`src/i2c_settings.svh`:
```
`ifndef I2C_SETTINGS_SVH
`define I2C_SETTINGS_SVH

// --------------------
// bus timing
// --------------------
// core clocks per quarter of an scl bit
`define I2C_QUARTER_CLKS 5

// --------------------
// datapath sizes
// --------------------
// entries in each of the tx and rx FIFOs
`define I2C_FIFO_DEPTH 4
// bits per byte on the bus
`define I2C_BYTE_W 8

`endif

```
`src/i2c_pkg.sv`:
```
`include "i2c_settings.svh"

package i2c_pkg;

    typedef struct packed {
        logic [6:0] addr;                         // 7-bit slave address
        logic       rw;                           // 1 = read, 0 = write
    } i2c_cmd_t;

    typedef struct packed {
        logic busy;                               // transaction in progress
        logic addr_nack;                          // slave did not ack its address
        logic data_nack;                          // slave nacked a written byte
        logic done;                               // one-cycle end of transaction
    } i2c_status_t;

    typedef enum logic [2:0] {
        OP_IDLE, OP_START, OP_WRITE, OP_READ,
        OP_ACK_IN, OP_ACK_OUT, OP_NACK_OUT, OP_STOP
    } i2c_bit_op_t;

    typedef struct packed {
        logic [1:0] quarter;                      // quarter of the current bit
        logic       quarter_end;                  // last core clock of the quarter
    } i2c_tick_t;

    typedef struct packed {
        logic [`I2C_BYTE_W-1:0] data;
    } i2c_tx_entry_t;

    typedef struct packed {
        logic [`I2C_BYTE_W-1:0] data;
        logic                   last;             // byte the master nacked
    } i2c_rx_entry_t;

endpackage

```
`src/i2c_bit_shifter.sv`:
```
`timescale 1ns/1ns
`include "i2c_settings.svh"

module i2c_bit_shifter (
    input  logic                   i2c_core_clock_i,
    input  logic                   reset_bit_n_i,
    input  i2c_pkg::i2c_bit_op_t   bit_op_i,
    input  i2c_pkg::i2c_tick_t     tick_i,
    input  logic                   load_byte_i,
    input  logic [`I2C_BYTE_W-1:0] load_value_i,
    input  logic                   sda_i,
    output logic                   sda_low_o,
    output logic                   op_done_o,
    output logic                   ack_nack_o,
    output logic [`I2C_BYTE_W-1:0] rx_byte_o
);
    import i2c_pkg::*;

    localparam int BIT_W = $clog2(`I2C_BYTE_W);
    localparam logic [BIT_W-1:0] LAST_BIT = BIT_W'(`I2C_BYTE_W - 1);

    logic [`I2C_BYTE_W-1:0] shreg_q;
    logic [BIT_W-1:0]       bit_cnt_q;
    logic                   ack_nack_q;
    logic                   multi_bit;
    logic                   sample;
    logic                   bit_end;

    assign multi_bit = (bit_op_i == OP_WRITE) || (bit_op_i == OP_READ);
    assign sample    = tick_i.quarter_end && (tick_i.quarter == 2'd1);   // scl high mid bit
    assign bit_end   = tick_i.quarter_end && (tick_i.quarter == 2'd3);
    // quarter_end only fires while an operation runs
    assign op_done_o = bit_end && (!multi_bit || (bit_cnt_q == LAST_BIT));

    // --------------------
    // byte and bit count
    // --------------------
    always_ff @(posedge i2c_core_clock_i) begin
        if (load_byte_i) begin
            shreg_q <= load_value_i;
        end else if ((bit_op_i == OP_READ) && sample) begin
            shreg_q <= {shreg_q[`I2C_BYTE_W-2:0], sda_i};          // msb first
        end else if ((bit_op_i == OP_WRITE) && bit_end) begin
            shreg_q <= {shreg_q[`I2C_BYTE_W-2:0], 1'b0};
        end
    end

    always_ff @(posedge i2c_core_clock_i or negedge reset_bit_n_i) begin
        if (!reset_bit_n_i) begin
            bit_cnt_q  <= '0;
            ack_nack_q <= 1'b0;
        end else begin
            if (load_byte_i) begin
                bit_cnt_q <= '0;
            end else if (multi_bit && bit_end) begin
                bit_cnt_q <= bit_cnt_q + 1'b1;                     // wraps after the last bit
            end
            if ((bit_op_i == OP_ACK_IN) && sample) begin
                ack_nack_q <= sda_i;                               // high means nack
            end
        end
    end

    // sda drive, changes only as a quarter begins
    always_comb begin
        case (bit_op_i)
            OP_START:   sda_low_o = (tick_i.quarter != 2'd0);      // falls with scl high
            OP_STOP:    sda_low_o = (tick_i.quarter < 2'd2);       // rises with scl high
            OP_WRITE:   sda_low_o = ~shreg_q[`I2C_BYTE_W-1];
            OP_ACK_OUT: sda_low_o = 1'b1;
            default:    sda_low_o = 1'b0;                          // released
        endcase
    end

    assign ack_nack_o = ack_nack_q;
    assign rx_byte_o  = shreg_q;

endmodule

```
`src/i2c_byte_fifo.sv`:
```
`timescale 1ns/1ns
`include "i2c_settings.svh"

module i2c_byte_fifo #(
    parameter type payload_t = logic [`I2C_BYTE_W-1:0]
) (
    input  logic     i2c_core_clock_i,
    input  logic     reset_bit_n_i,
    input  logic     push_i,
    input  payload_t push_data_i,
    input  logic     pop_i,
    output payload_t head_o,
    output logic     empty_o,
    output logic     full_o,
    output logic     full_next_o
);
    localparam int DEPTH = `I2C_FIFO_DEPTH;
    localparam int PTR_W = ($clog2(DEPTH) > 0) ? $clog2(DEPTH) : 1;
    localparam int CNT_W = $clog2(DEPTH + 1);
    localparam logic [PTR_W-1:0] LAST_PTR = PTR_W'(DEPTH - 1);

    payload_t         mem [DEPTH];
    logic [PTR_W-1:0] wr_ptr_q;
    logic [PTR_W-1:0] rd_ptr_q;
    logic [CNT_W-1:0] count_q;
    logic             do_push;
    logic             do_pop;

    assign do_push = push_i && !full_o;             // push to a full FIFO is dropped
    assign do_pop  = pop_i && !empty_o;

    always_ff @(posedge i2c_core_clock_i or negedge reset_bit_n_i) begin
        if (!reset_bit_n_i) begin
            wr_ptr_q <= '0;
            rd_ptr_q <= '0;
            count_q  <= '0;
        end else begin
            if (do_push) begin
                wr_ptr_q <= (wr_ptr_q == LAST_PTR) ? '0 : wr_ptr_q + 1'b1;
            end
            if (do_pop) begin
                rd_ptr_q <= (rd_ptr_q == LAST_PTR) ? '0 : rd_ptr_q + 1'b1;
            end
            count_q <= count_q + CNT_W'(do_push) - CNT_W'(do_pop);
        end
    end

    always_ff @(posedge i2c_core_clock_i) begin
        if (do_push) begin
            mem[wr_ptr_q] <= push_data_i;
        end
    end

    assign head_o      = mem[rd_ptr_q];
    assign empty_o     = (count_q == '0);
    assign full_o      = (count_q == CNT_W'(DEPTH));
    assign full_next_o = (count_q == CNT_W'(DEPTH - 1));   // one slot left

endmodule

```
`src/i2c_master_ctrl.sv`:
```
`timescale 1ns/1ns
`include "i2c_settings.svh"

module i2c_master_ctrl (
    input  logic                   i2c_core_clock_i,
    input  logic                   reset_bit_n_i,
    input  i2c_pkg::i2c_cmd_t      cmd_i,
    input  logic                   cmd_valid_i,
    input  logic                   op_done_i,
    input  logic                   ack_nack_i,
    input  logic [`I2C_BYTE_W-1:0] rx_byte_i,
    input  i2c_pkg::i2c_tx_entry_t tx_head_i,
    input  logic                   tx_empty_i,
    input  logic                   rx_count_full_next_i,
    output i2c_pkg::i2c_bit_op_t   bit_op_o,
    output logic                   load_byte_o,
    output logic [`I2C_BYTE_W-1:0] load_value_o,
    output logic                   tx_pop_o,
    output logic                   rx_push_o,
    output i2c_pkg::i2c_rx_entry_t rx_entry_o,
    output i2c_pkg::i2c_status_t   status_o
);
    import i2c_pkg::*;

    i2c_bit_op_t bit_op_q;
    i2c_bit_op_t bit_op_d;
    i2c_cmd_t    cmd_q;
    logic        addr_phase_q;                      // the pending ack belongs to the address
    logic        addr_phase_d;
    logic        addr_nack_q;
    logic        addr_nack_d;
    logic        data_nack_q;
    logic        data_nack_d;
    logic        done_q;
    logic        start_cmd;

    assign start_cmd = cmd_valid_i && (bit_op_q == OP_IDLE);   // ignored while busy

    // --------------------
    // next operation
    // --------------------
    always_comb begin
        bit_op_d     = bit_op_q;
        addr_phase_d = addr_phase_q;
        addr_nack_d  = addr_nack_q;
        data_nack_d  = data_nack_q;
        load_byte_o  = 1'b0;
        load_value_o = tx_head_i.data;
        tx_pop_o     = 1'b0;
        rx_push_o    = 1'b0;
        case (bit_op_q)
            OP_IDLE: begin
                if (start_cmd) begin
                    bit_op_d    = OP_START;
                    addr_nack_d = 1'b0;             // flags describe the new transaction
                    data_nack_d = 1'b0;
                end
            end
            OP_START: begin
                if (op_done_i) begin
                    bit_op_d     = OP_WRITE;
                    addr_phase_d = 1'b1;
                    load_byte_o  = 1'b1;
                    load_value_o = {cmd_q.addr, cmd_q.rw};
                end
            end
            OP_WRITE: begin
                if (op_done_i) begin
                    bit_op_d = OP_ACK_IN;
                end
            end
            OP_ACK_IN: begin
                if (op_done_i) begin
                    addr_phase_d = 1'b0;
                    if (ack_nack_i) begin
                        bit_op_d = OP_STOP;
                        if (addr_phase_q) begin
                            addr_nack_d = 1'b1;
                        end else begin
                            data_nack_d = 1'b1;
                        end
                    end else if (addr_phase_q && cmd_q.rw) begin
                        bit_op_d = OP_READ;
                    end else if (tx_empty_i) begin
                        bit_op_d = OP_STOP;          // nothing left to send
                    end else begin
                        bit_op_d    = OP_WRITE;
                        load_byte_o = 1'b1;
                        tx_pop_o    = 1'b1;
                    end
                end
            end
            OP_READ: begin
                if (op_done_i) begin
                    rx_push_o = 1'b1;
                    // nack the byte that fills the rx FIFO
                    bit_op_d  = rx_count_full_next_i ? OP_NACK_OUT : OP_ACK_OUT;
                end
            end
            OP_ACK_OUT: begin
                if (op_done_i) begin
                    bit_op_d = OP_READ;
                end
            end
            OP_NACK_OUT: begin
                if (op_done_i) begin
                    bit_op_d = OP_STOP;
                end
            end
            OP_STOP: begin
                if (op_done_i) begin
                    bit_op_d = OP_IDLE;
                end
            end
            default: begin
                bit_op_d = OP_IDLE;
            end
        endcase
    end

    // --------------------
    // state registers
    // --------------------
    always_ff @(posedge i2c_core_clock_i or negedge reset_bit_n_i) begin
        if (!reset_bit_n_i) begin
            bit_op_q     <= OP_IDLE;
            addr_phase_q <= 1'b0;
            addr_nack_q  <= 1'b0;
            data_nack_q  <= 1'b0;
            done_q       <= 1'b0;
        end else begin
            bit_op_q     <= bit_op_d;
            addr_phase_q <= addr_phase_d;
            addr_nack_q  <= addr_nack_d;
            data_nack_q  <= data_nack_d;
            done_q       <= (bit_op_q == OP_STOP) && op_done_i;   // as busy falls
        end
    end

    always_ff @(posedge i2c_core_clock_i) begin
        if (start_cmd) begin
            cmd_q <= cmd_i;                          // held for the whole transaction
        end
    end

    assign bit_op_o   = bit_op_q;
    assign rx_entry_o = '{data: rx_byte_i, last: rx_count_full_next_i};
    assign status_o   = '{busy:      (bit_op_q != OP_IDLE),
                          addr_nack: addr_nack_q,
                          data_nack: data_nack_q,
                          done:      done_q};

endmodule

```
`src/i2c_master_top.sv`:
```
`timescale 1ns/1ns
`include "i2c_settings.svh"

module i2c_master_top (
    input  logic                   i2c_core_clock_i,
    input  logic                   reset_bit_n_i,
    input  i2c_pkg::i2c_cmd_t      cmd_i,
    input  logic                   cmd_valid_i,
    input  logic                   tx_push_i,
    input  i2c_pkg::i2c_tx_entry_t tx_data_i,
    input  logic                   rx_pop_i,
    input  logic                   sda_i,            // resolved sda level
    input  logic                   scl_i,            // resolved scl level
    output logic                   tx_full_o,
    output logic                   tx_empty_o,
    output i2c_pkg::i2c_rx_entry_t rx_data_o,
    output logic                   rx_empty_o,
    output i2c_pkg::i2c_status_t   status_o,
    output logic                   sda_low_o,
    output logic                   scl_low_o
);
    import i2c_pkg::*;

    i2c_bit_op_t            bit_op;
    i2c_tick_t              tick;
    logic                   load_byte;
    logic [`I2C_BYTE_W-1:0] load_value;
    logic                   op_done;
    logic                   ack_nack;
    logic [`I2C_BYTE_W-1:0] rx_byte;
    i2c_tx_entry_t          tx_head;
    logic                   tx_pop;
    logic                   rx_push;
    i2c_rx_entry_t          rx_entry;
    logic                   rx_full_next;

    // --------------------
    // control
    // --------------------
    i2c_master_ctrl u_ctrl (
        .i2c_core_clock_i     (i2c_core_clock_i),
        .reset_bit_n_i        (reset_bit_n_i),
        .cmd_i                (cmd_i),
        .cmd_valid_i          (cmd_valid_i),
        .op_done_i            (op_done),
        .ack_nack_i           (ack_nack),
        .rx_byte_i            (rx_byte),
        .tx_head_i            (tx_head),
        .tx_empty_i           (tx_empty_o),
        .rx_count_full_next_i (rx_full_next),
        .bit_op_o             (bit_op),
        .load_byte_o          (load_byte),
        .load_value_o         (load_value),
        .tx_pop_o             (tx_pop),
        .rx_push_o            (rx_push),
        .rx_entry_o           (rx_entry),
        .status_o             (status_o)
    );

    // --------------------
    // bit level datapath
    // --------------------
    i2c_scl_timer u_timer (
        .i2c_core_clock_i (i2c_core_clock_i),
        .reset_bit_n_i    (reset_bit_n_i),
        .bit_op_i         (bit_op),
        .tick_o           (tick),
        .scl_low_o        (scl_low_o)
    );

    i2c_bit_shifter u_shifter (
        .i2c_core_clock_i (i2c_core_clock_i),
        .reset_bit_n_i    (reset_bit_n_i),
        .bit_op_i         (bit_op),
        .tick_i           (tick),
        .load_byte_i      (load_byte),
        .load_value_i     (load_value),
        .sda_i            (sda_i),
        .sda_low_o        (sda_low_o),
        .op_done_o        (op_done),
        .ack_nack_o       (ack_nack),
        .rx_byte_o        (rx_byte)
    );

    // --------------------
    // byte FIFOs
    // --------------------
    i2c_byte_fifo #(.payload_t(i2c_tx_entry_t)) tx_fifo (
        .i2c_core_clock_i (i2c_core_clock_i),
        .reset_bit_n_i    (reset_bit_n_i),
        .push_i           (tx_push_i),
        .push_data_i      (tx_data_i),
        .pop_i            (tx_pop),
        .head_o           (tx_head),
        .empty_o          (tx_empty_o),
        .full_o           (tx_full_o),
        .full_next_o      ()
    );

    i2c_byte_fifo #(.payload_t(i2c_rx_entry_t)) rx_fifo (
        .i2c_core_clock_i (i2c_core_clock_i),
        .reset_bit_n_i    (reset_bit_n_i),
        .push_i           (rx_push),
        .push_data_i      (rx_entry),
        .pop_i            (rx_pop_i),
        .head_o           (rx_data_o),
        .empty_o          (rx_empty_o),
        .full_o           (),
        .full_next_o      (rx_full_next)             // this push fills the rx FIFO
    );

endmodule

```
`src/i2c_scl_timer.sv`:
```
`timescale 1ns/1ns
`include "i2c_settings.svh"

module i2c_scl_timer (
    input  logic                 i2c_core_clock_i,
    input  logic                 reset_bit_n_i,
    input  i2c_pkg::i2c_bit_op_t bit_op_i,
    output i2c_pkg::i2c_tick_t   tick_o,
    output logic                 scl_low_o
);
    import i2c_pkg::*;

    localparam int CNT_W = ($clog2(`I2C_QUARTER_CLKS) > 0) ? $clog2(`I2C_QUARTER_CLKS) : 1;
    localparam logic [CNT_W-1:0] LAST_CLK = CNT_W'(`I2C_QUARTER_CLKS - 1);

    logic [CNT_W-1:0] clk_cnt_q;
    logic [1:0]       quarter_q;
    logic             running;
    logic             quarter_end;

    assign running     = (bit_op_i != OP_IDLE);
    assign quarter_end = running && (clk_cnt_q == LAST_CLK);

    always_ff @(posedge i2c_core_clock_i or negedge reset_bit_n_i) begin
        if (!reset_bit_n_i) begin
            clk_cnt_q <= '0;
            quarter_q <= 2'd0;
        end else if (!running) begin
            clk_cnt_q <= '0;                        // next op starts at quarter 0
            quarter_q <= 2'd0;
        end else if (quarter_end) begin
            clk_cnt_q <= '0;
            quarter_q <= quarter_q + 2'd1;          // wraps after quarter 3
        end else begin
            clk_cnt_q <= clk_cnt_q + 1'b1;
        end
    end

    // scl pattern per operation
    always_comb begin
        case (bit_op_i)
            OP_IDLE:  scl_low_o = 1'b0;                          // bus released
            OP_START: scl_low_o = (quarter_q == 2'd3);
            OP_STOP:  scl_low_o = (quarter_q == 2'd0);
            default:  scl_low_o = (quarter_q == 2'd0) || (quarter_q == 2'd3);
        endcase
    end

    assign tick_o = '{quarter: quarter_q, quarter_end: quarter_end};

endmodule

```
`config.mk`:
```
export PLATFORM = sky130hd
export DESIGN_NAME = i2c_master_top
export DESIGN_NICKNAME = d
export VERILOG_FILES = /design/src/i2c_pkg.sv /design/src/i2c_bit_shifter.sv /design/src/i2c_byte_fifo.sv /design/src/i2c_master_ctrl.sv /design/src/i2c_master_top.sv /design/src/i2c_scl_timer.sv
export VERILOG_INCLUDE_DIRS = /design/src /design/src/src
export SDC_FILE = /design/constraint.sdc
export NUM_CORES = 1
export LEC_CHECK = 0
export BUFFER_PORTS_ARGS = -buffer_cell sky130_fd_sc_hd__buf_2
export CAP_MARGIN = 5
export CORE_UTILIZATION = 40
export CTS_CLUSTER_DIAMETER = 60
export CTS_CLUSTER_SIZE = 25
export DETAILED_ROUTE_END_ITERATION = 12
export PLACE_DENSITY_LB_ADDON = 0.15
export SLEW_MARGIN = 30
export SYNTH_ARGS = -nofsm -noshare
export SYNTH_HDL_FRONTEND = slang
export SYNTH_SLANG_ARGS = --single-unit
```
`constraint.sdc`:
```
create_clock -name i2c_core_clock_i -period 7.9 [get_ports i2c_core_clock_i]
set_clock_uncertainty 0.2 [all_clocks]
set_input_delay 0.79 -clock i2c_core_clock_i [delete_from_list [all_inputs] [get_ports i2c_core_clock_i]]
set_output_delay 0.79 -clock i2c_core_clock_i [all_outputs]
set_load 0.02 [all_outputs]
```
==> results.md <==
* Status: finished clean
* Max_cap viols at 0
* Worst-case clock buffer depth at 2
* Sw Pwr at 435.9 µW
* Setup WS pre-CTS at 4.761 ns
* Layout cells sized above 1 at 23.32%
* Pins Over Slew Limit at 0
* VDD IR max at between 0.15 and 0.2 mV
* Post-route core utilization at 48.05%
* Leakage at 0.002203 µW
* Pwr Density at 283.8 nW/µm²
* Via count at ~2700
* Synth Register Bits at 114
* Worst Max-Slew Pin Slew at 0.8412 ns
* Post-synthesis sequential area ratio at about 65%
* WP data arrival at about 3.2 ns
* Post-synth top flop: edfxtp_1
* RSZ-0062 raised after global routing: no
* Crit path max fanout at 19
* Post-route setup TNS at 0 ns
* Mean number of vias per cell at 4.868
* Final GP Congestion at 0.7421
* Worst Path Required at ~8 ns
* Cell Rows at 40
* Htree depth at 4
* Num ports at 41
* Async SR Flop Fraction at a little over a quarter
* DRT iter0 DRCs at between 150 and 200
* Port-buffer cells at 39
* Register Area at around 3300 µm²
* Inst Count DP at 522
* Initial core utilization at 41.51%
* Area Overhead vs Synth at 15.74%
* Initial antenna violation count at 0
* Clock Latency Late Sink at approximately 0.40 ns
* Multi-input logic area at about 1600 µm²
* Syn. warnings at 0
* Clk sink count at 114
* Post-synth top area cell: edfxtp_1
* Post-synth cell types at roughly 50
* Drt pass-1 iters at 4
* CTS root buf: clkbuf_16
* Most frequent cells in the layout: edfxtp_1 (84), buf_2 (39), dfrtp_1 (30), inv_1 (23)
* Most common cell after layout, fill and taps aside: edfxtp_1
* Core area at 12160 µm²
* Fin crit share at 39.62%
* First-pass GRT wire length at about 14000 µm
* Post-route ant nets at 0
* Fill count at between 1000 and 1500
* Comb pwr share at 15.8%
* Top post-synthesis cells by area: edfxtp_1 (50%), dfrtp_1 (15%), mux4_2 (7.6%)
* Vias in the first global route at 2720
* Largest net degree at the start of global routing at 31
* Seq pwr share at about 46%
* Setup ws final at 4.770 ns
* Hold Crit Class: input port to async pin
* CTS hold repair buffers at 0
* Post-synth EDFFs at 84
* Antenna diode count at 0
* Die W at 114.3 µm
* Syn_area_per_cell at 15.16 µm²
* Wire per inst at 15.96 µm
* Drc violations at 0
* TritonCTS Buffers at 17
* FMAX at 319.5 MHz
* Tmin final at 3.130 ns
* Post-Syn Nets at 379
* CTS tree: done
* Die Y at 114.3 µm
* Total Routed Length at 8842 µm
* Clock Power Share at 37.9%
* Layout Nets at 419
* Crit end category: flop
* Placed cell area at 5355 µm²
* Post-synth top area share at between 40 and 50%
* Layout Cells excl Fill at 554
* Mapped Area at 5049 µm²
* Setup violations, final at 0
* Cells after synthesis at 333
* Design area at between 5000 and 6000 µm²
* P_int at around 1200 µW
* Placed wire-length estimate at roughly 5800 µm
* Worst-path clk slew at 0.05 ns
* Startpoint types: flop
* Die ar. at 13070 µm²
* Gr ovfl total at 0
* Sw Ratio at 26.29%
* Setup bufs post-CTS at 0
* Kind of critical path: flop to flop
* Post-cts resize count at 0
* Final Hold Violating Endpoints at 0
* GRT Total Usage at 15.48%
* Relative slew slack at 43.92%
[registers in the layout (all words and copies together) (netlist names)]
register              count
u_ctrl.addr_nack_q        1
tx_fifo.rd_ptr_q          2
rx_fifo.count_q           3
rx_fifo.wr_ptr_q          2
u_ctrl.addr_phase_q       1
u_ctrl.cmd_q              8
rx_fifo.rd_ptr_q          2
u_timer.clk_cnt_q         3
u_ctrl.bit_op_o           3
tx_fifo.count_q           3
u_timer.quarter_q         2
rx_fifo.mem              36
u_shifter.ack_nack_o      1
u_ctrl.data_nack_q        1
u_shifter.rx_byte_o       8
u_ctrl.done_q             1
tx_fifo.mem              32
u_shifter.bit_cnt_q       3
tx_fifo.wr_ptr_q          2
[logic make-up (layout without fill, tap and decap cells)]
kind of cell,Yosys count,count (layout),synth area share [%]
XOR/XNOR,6,6,1.041
flip-flops,114,114,64.83
buffers and inverters,41,94,3.668
AND/OR/NAND/NOR,69,69,7.039
multiplexers,25,25,9.467
adder cells (fa/ha/maj),23,23,5.998
AO/OA/AOI/OAI,55,55,7.956
[area by class of cell]
type | instances | share of cell area, %
clock buffers | 22 | 7.602
clock inverters | 10 | 0.7495
inverters | 23 | 1.478
multi-input cells | 178 | 27.22
flip-flops and latches | 114 | 56.02
well taps | 168 | 3.597
repair buffers | 39 | 3.340
[synthesized netlist by cell type (6+ instances only)]
master	instances
a211oi_1	7
a21oi_1	8
a2bb2oi_1	7
and2_1	9
buf_2	6
dfrtp_1	30
edfxtp_1	84
ha_1	21
inv_1	23
mux4_2	17
nand2_1	12
nor2_1	21
o21ai_0	17
xnor2_1	6
[critical path, cell delays in order, from the launching register on]
cell and delay [ns]:
dfrtp_1 0.78, nand4_1 0.23, nor3_1 0.34, nand3_1 0.21, inv_1 0.11, ha_1 0.23
inv_1 0.05, ha_1 0.13, inv_1 0.05, fa_1 0.40, xnor2_1 0.15, xnor2_1 0.12
[final timing paths]
path,start,end,slack [ns],cells after the start
hold reg to reg,u_ctrl.addr_nack_q,u_ctrl.addr_nack_q,0.31,2
hold / removal,reset_bit_n_i,rx_fifo.wr_ptr_q[1],0.25,1
max in group asynchronous,reset_bit_n_i,tx_fifo.wr_ptr_q[1],6.77,1
min in group i2c_core_clock_i,u_ctrl.addr_nack_q,u_ctrl.addr_nack_q,0.31,2
setup reg to reg,u_ctrl.bit_op_o[2],tx_fifo.count_q[2],4.77,11
setup / recovery,u_ctrl.bit_op_o[2],tx_fifo.count_q[2],4.77,11
[power groups by stage]
stage	Clock, µW	Combinational (µW)	Sequential, µW
after global placement	0	262	777
after global routing	676	300	778
after CTS	651	269	770
after detailed placement	0	267	781
after floorplan	0	222	746
final	629	262	767
[stage by stage]
step	power [µW]	hold WS [ns]
CTS	1690	0.2584
finish	1658	0.2528
global route	1754	0.2940
global placement	1039	0.3019
floorplan	967.3	0.2637
detailed placement	1048	0.3079
[metal layers]
metal  track usage [%]  wire (µm)
met5                 0          0
met1             19.09       4099
met2             24.24       4316
met4             8.571        134
met3             4.923        291
(Power assumes the default switching activity.)
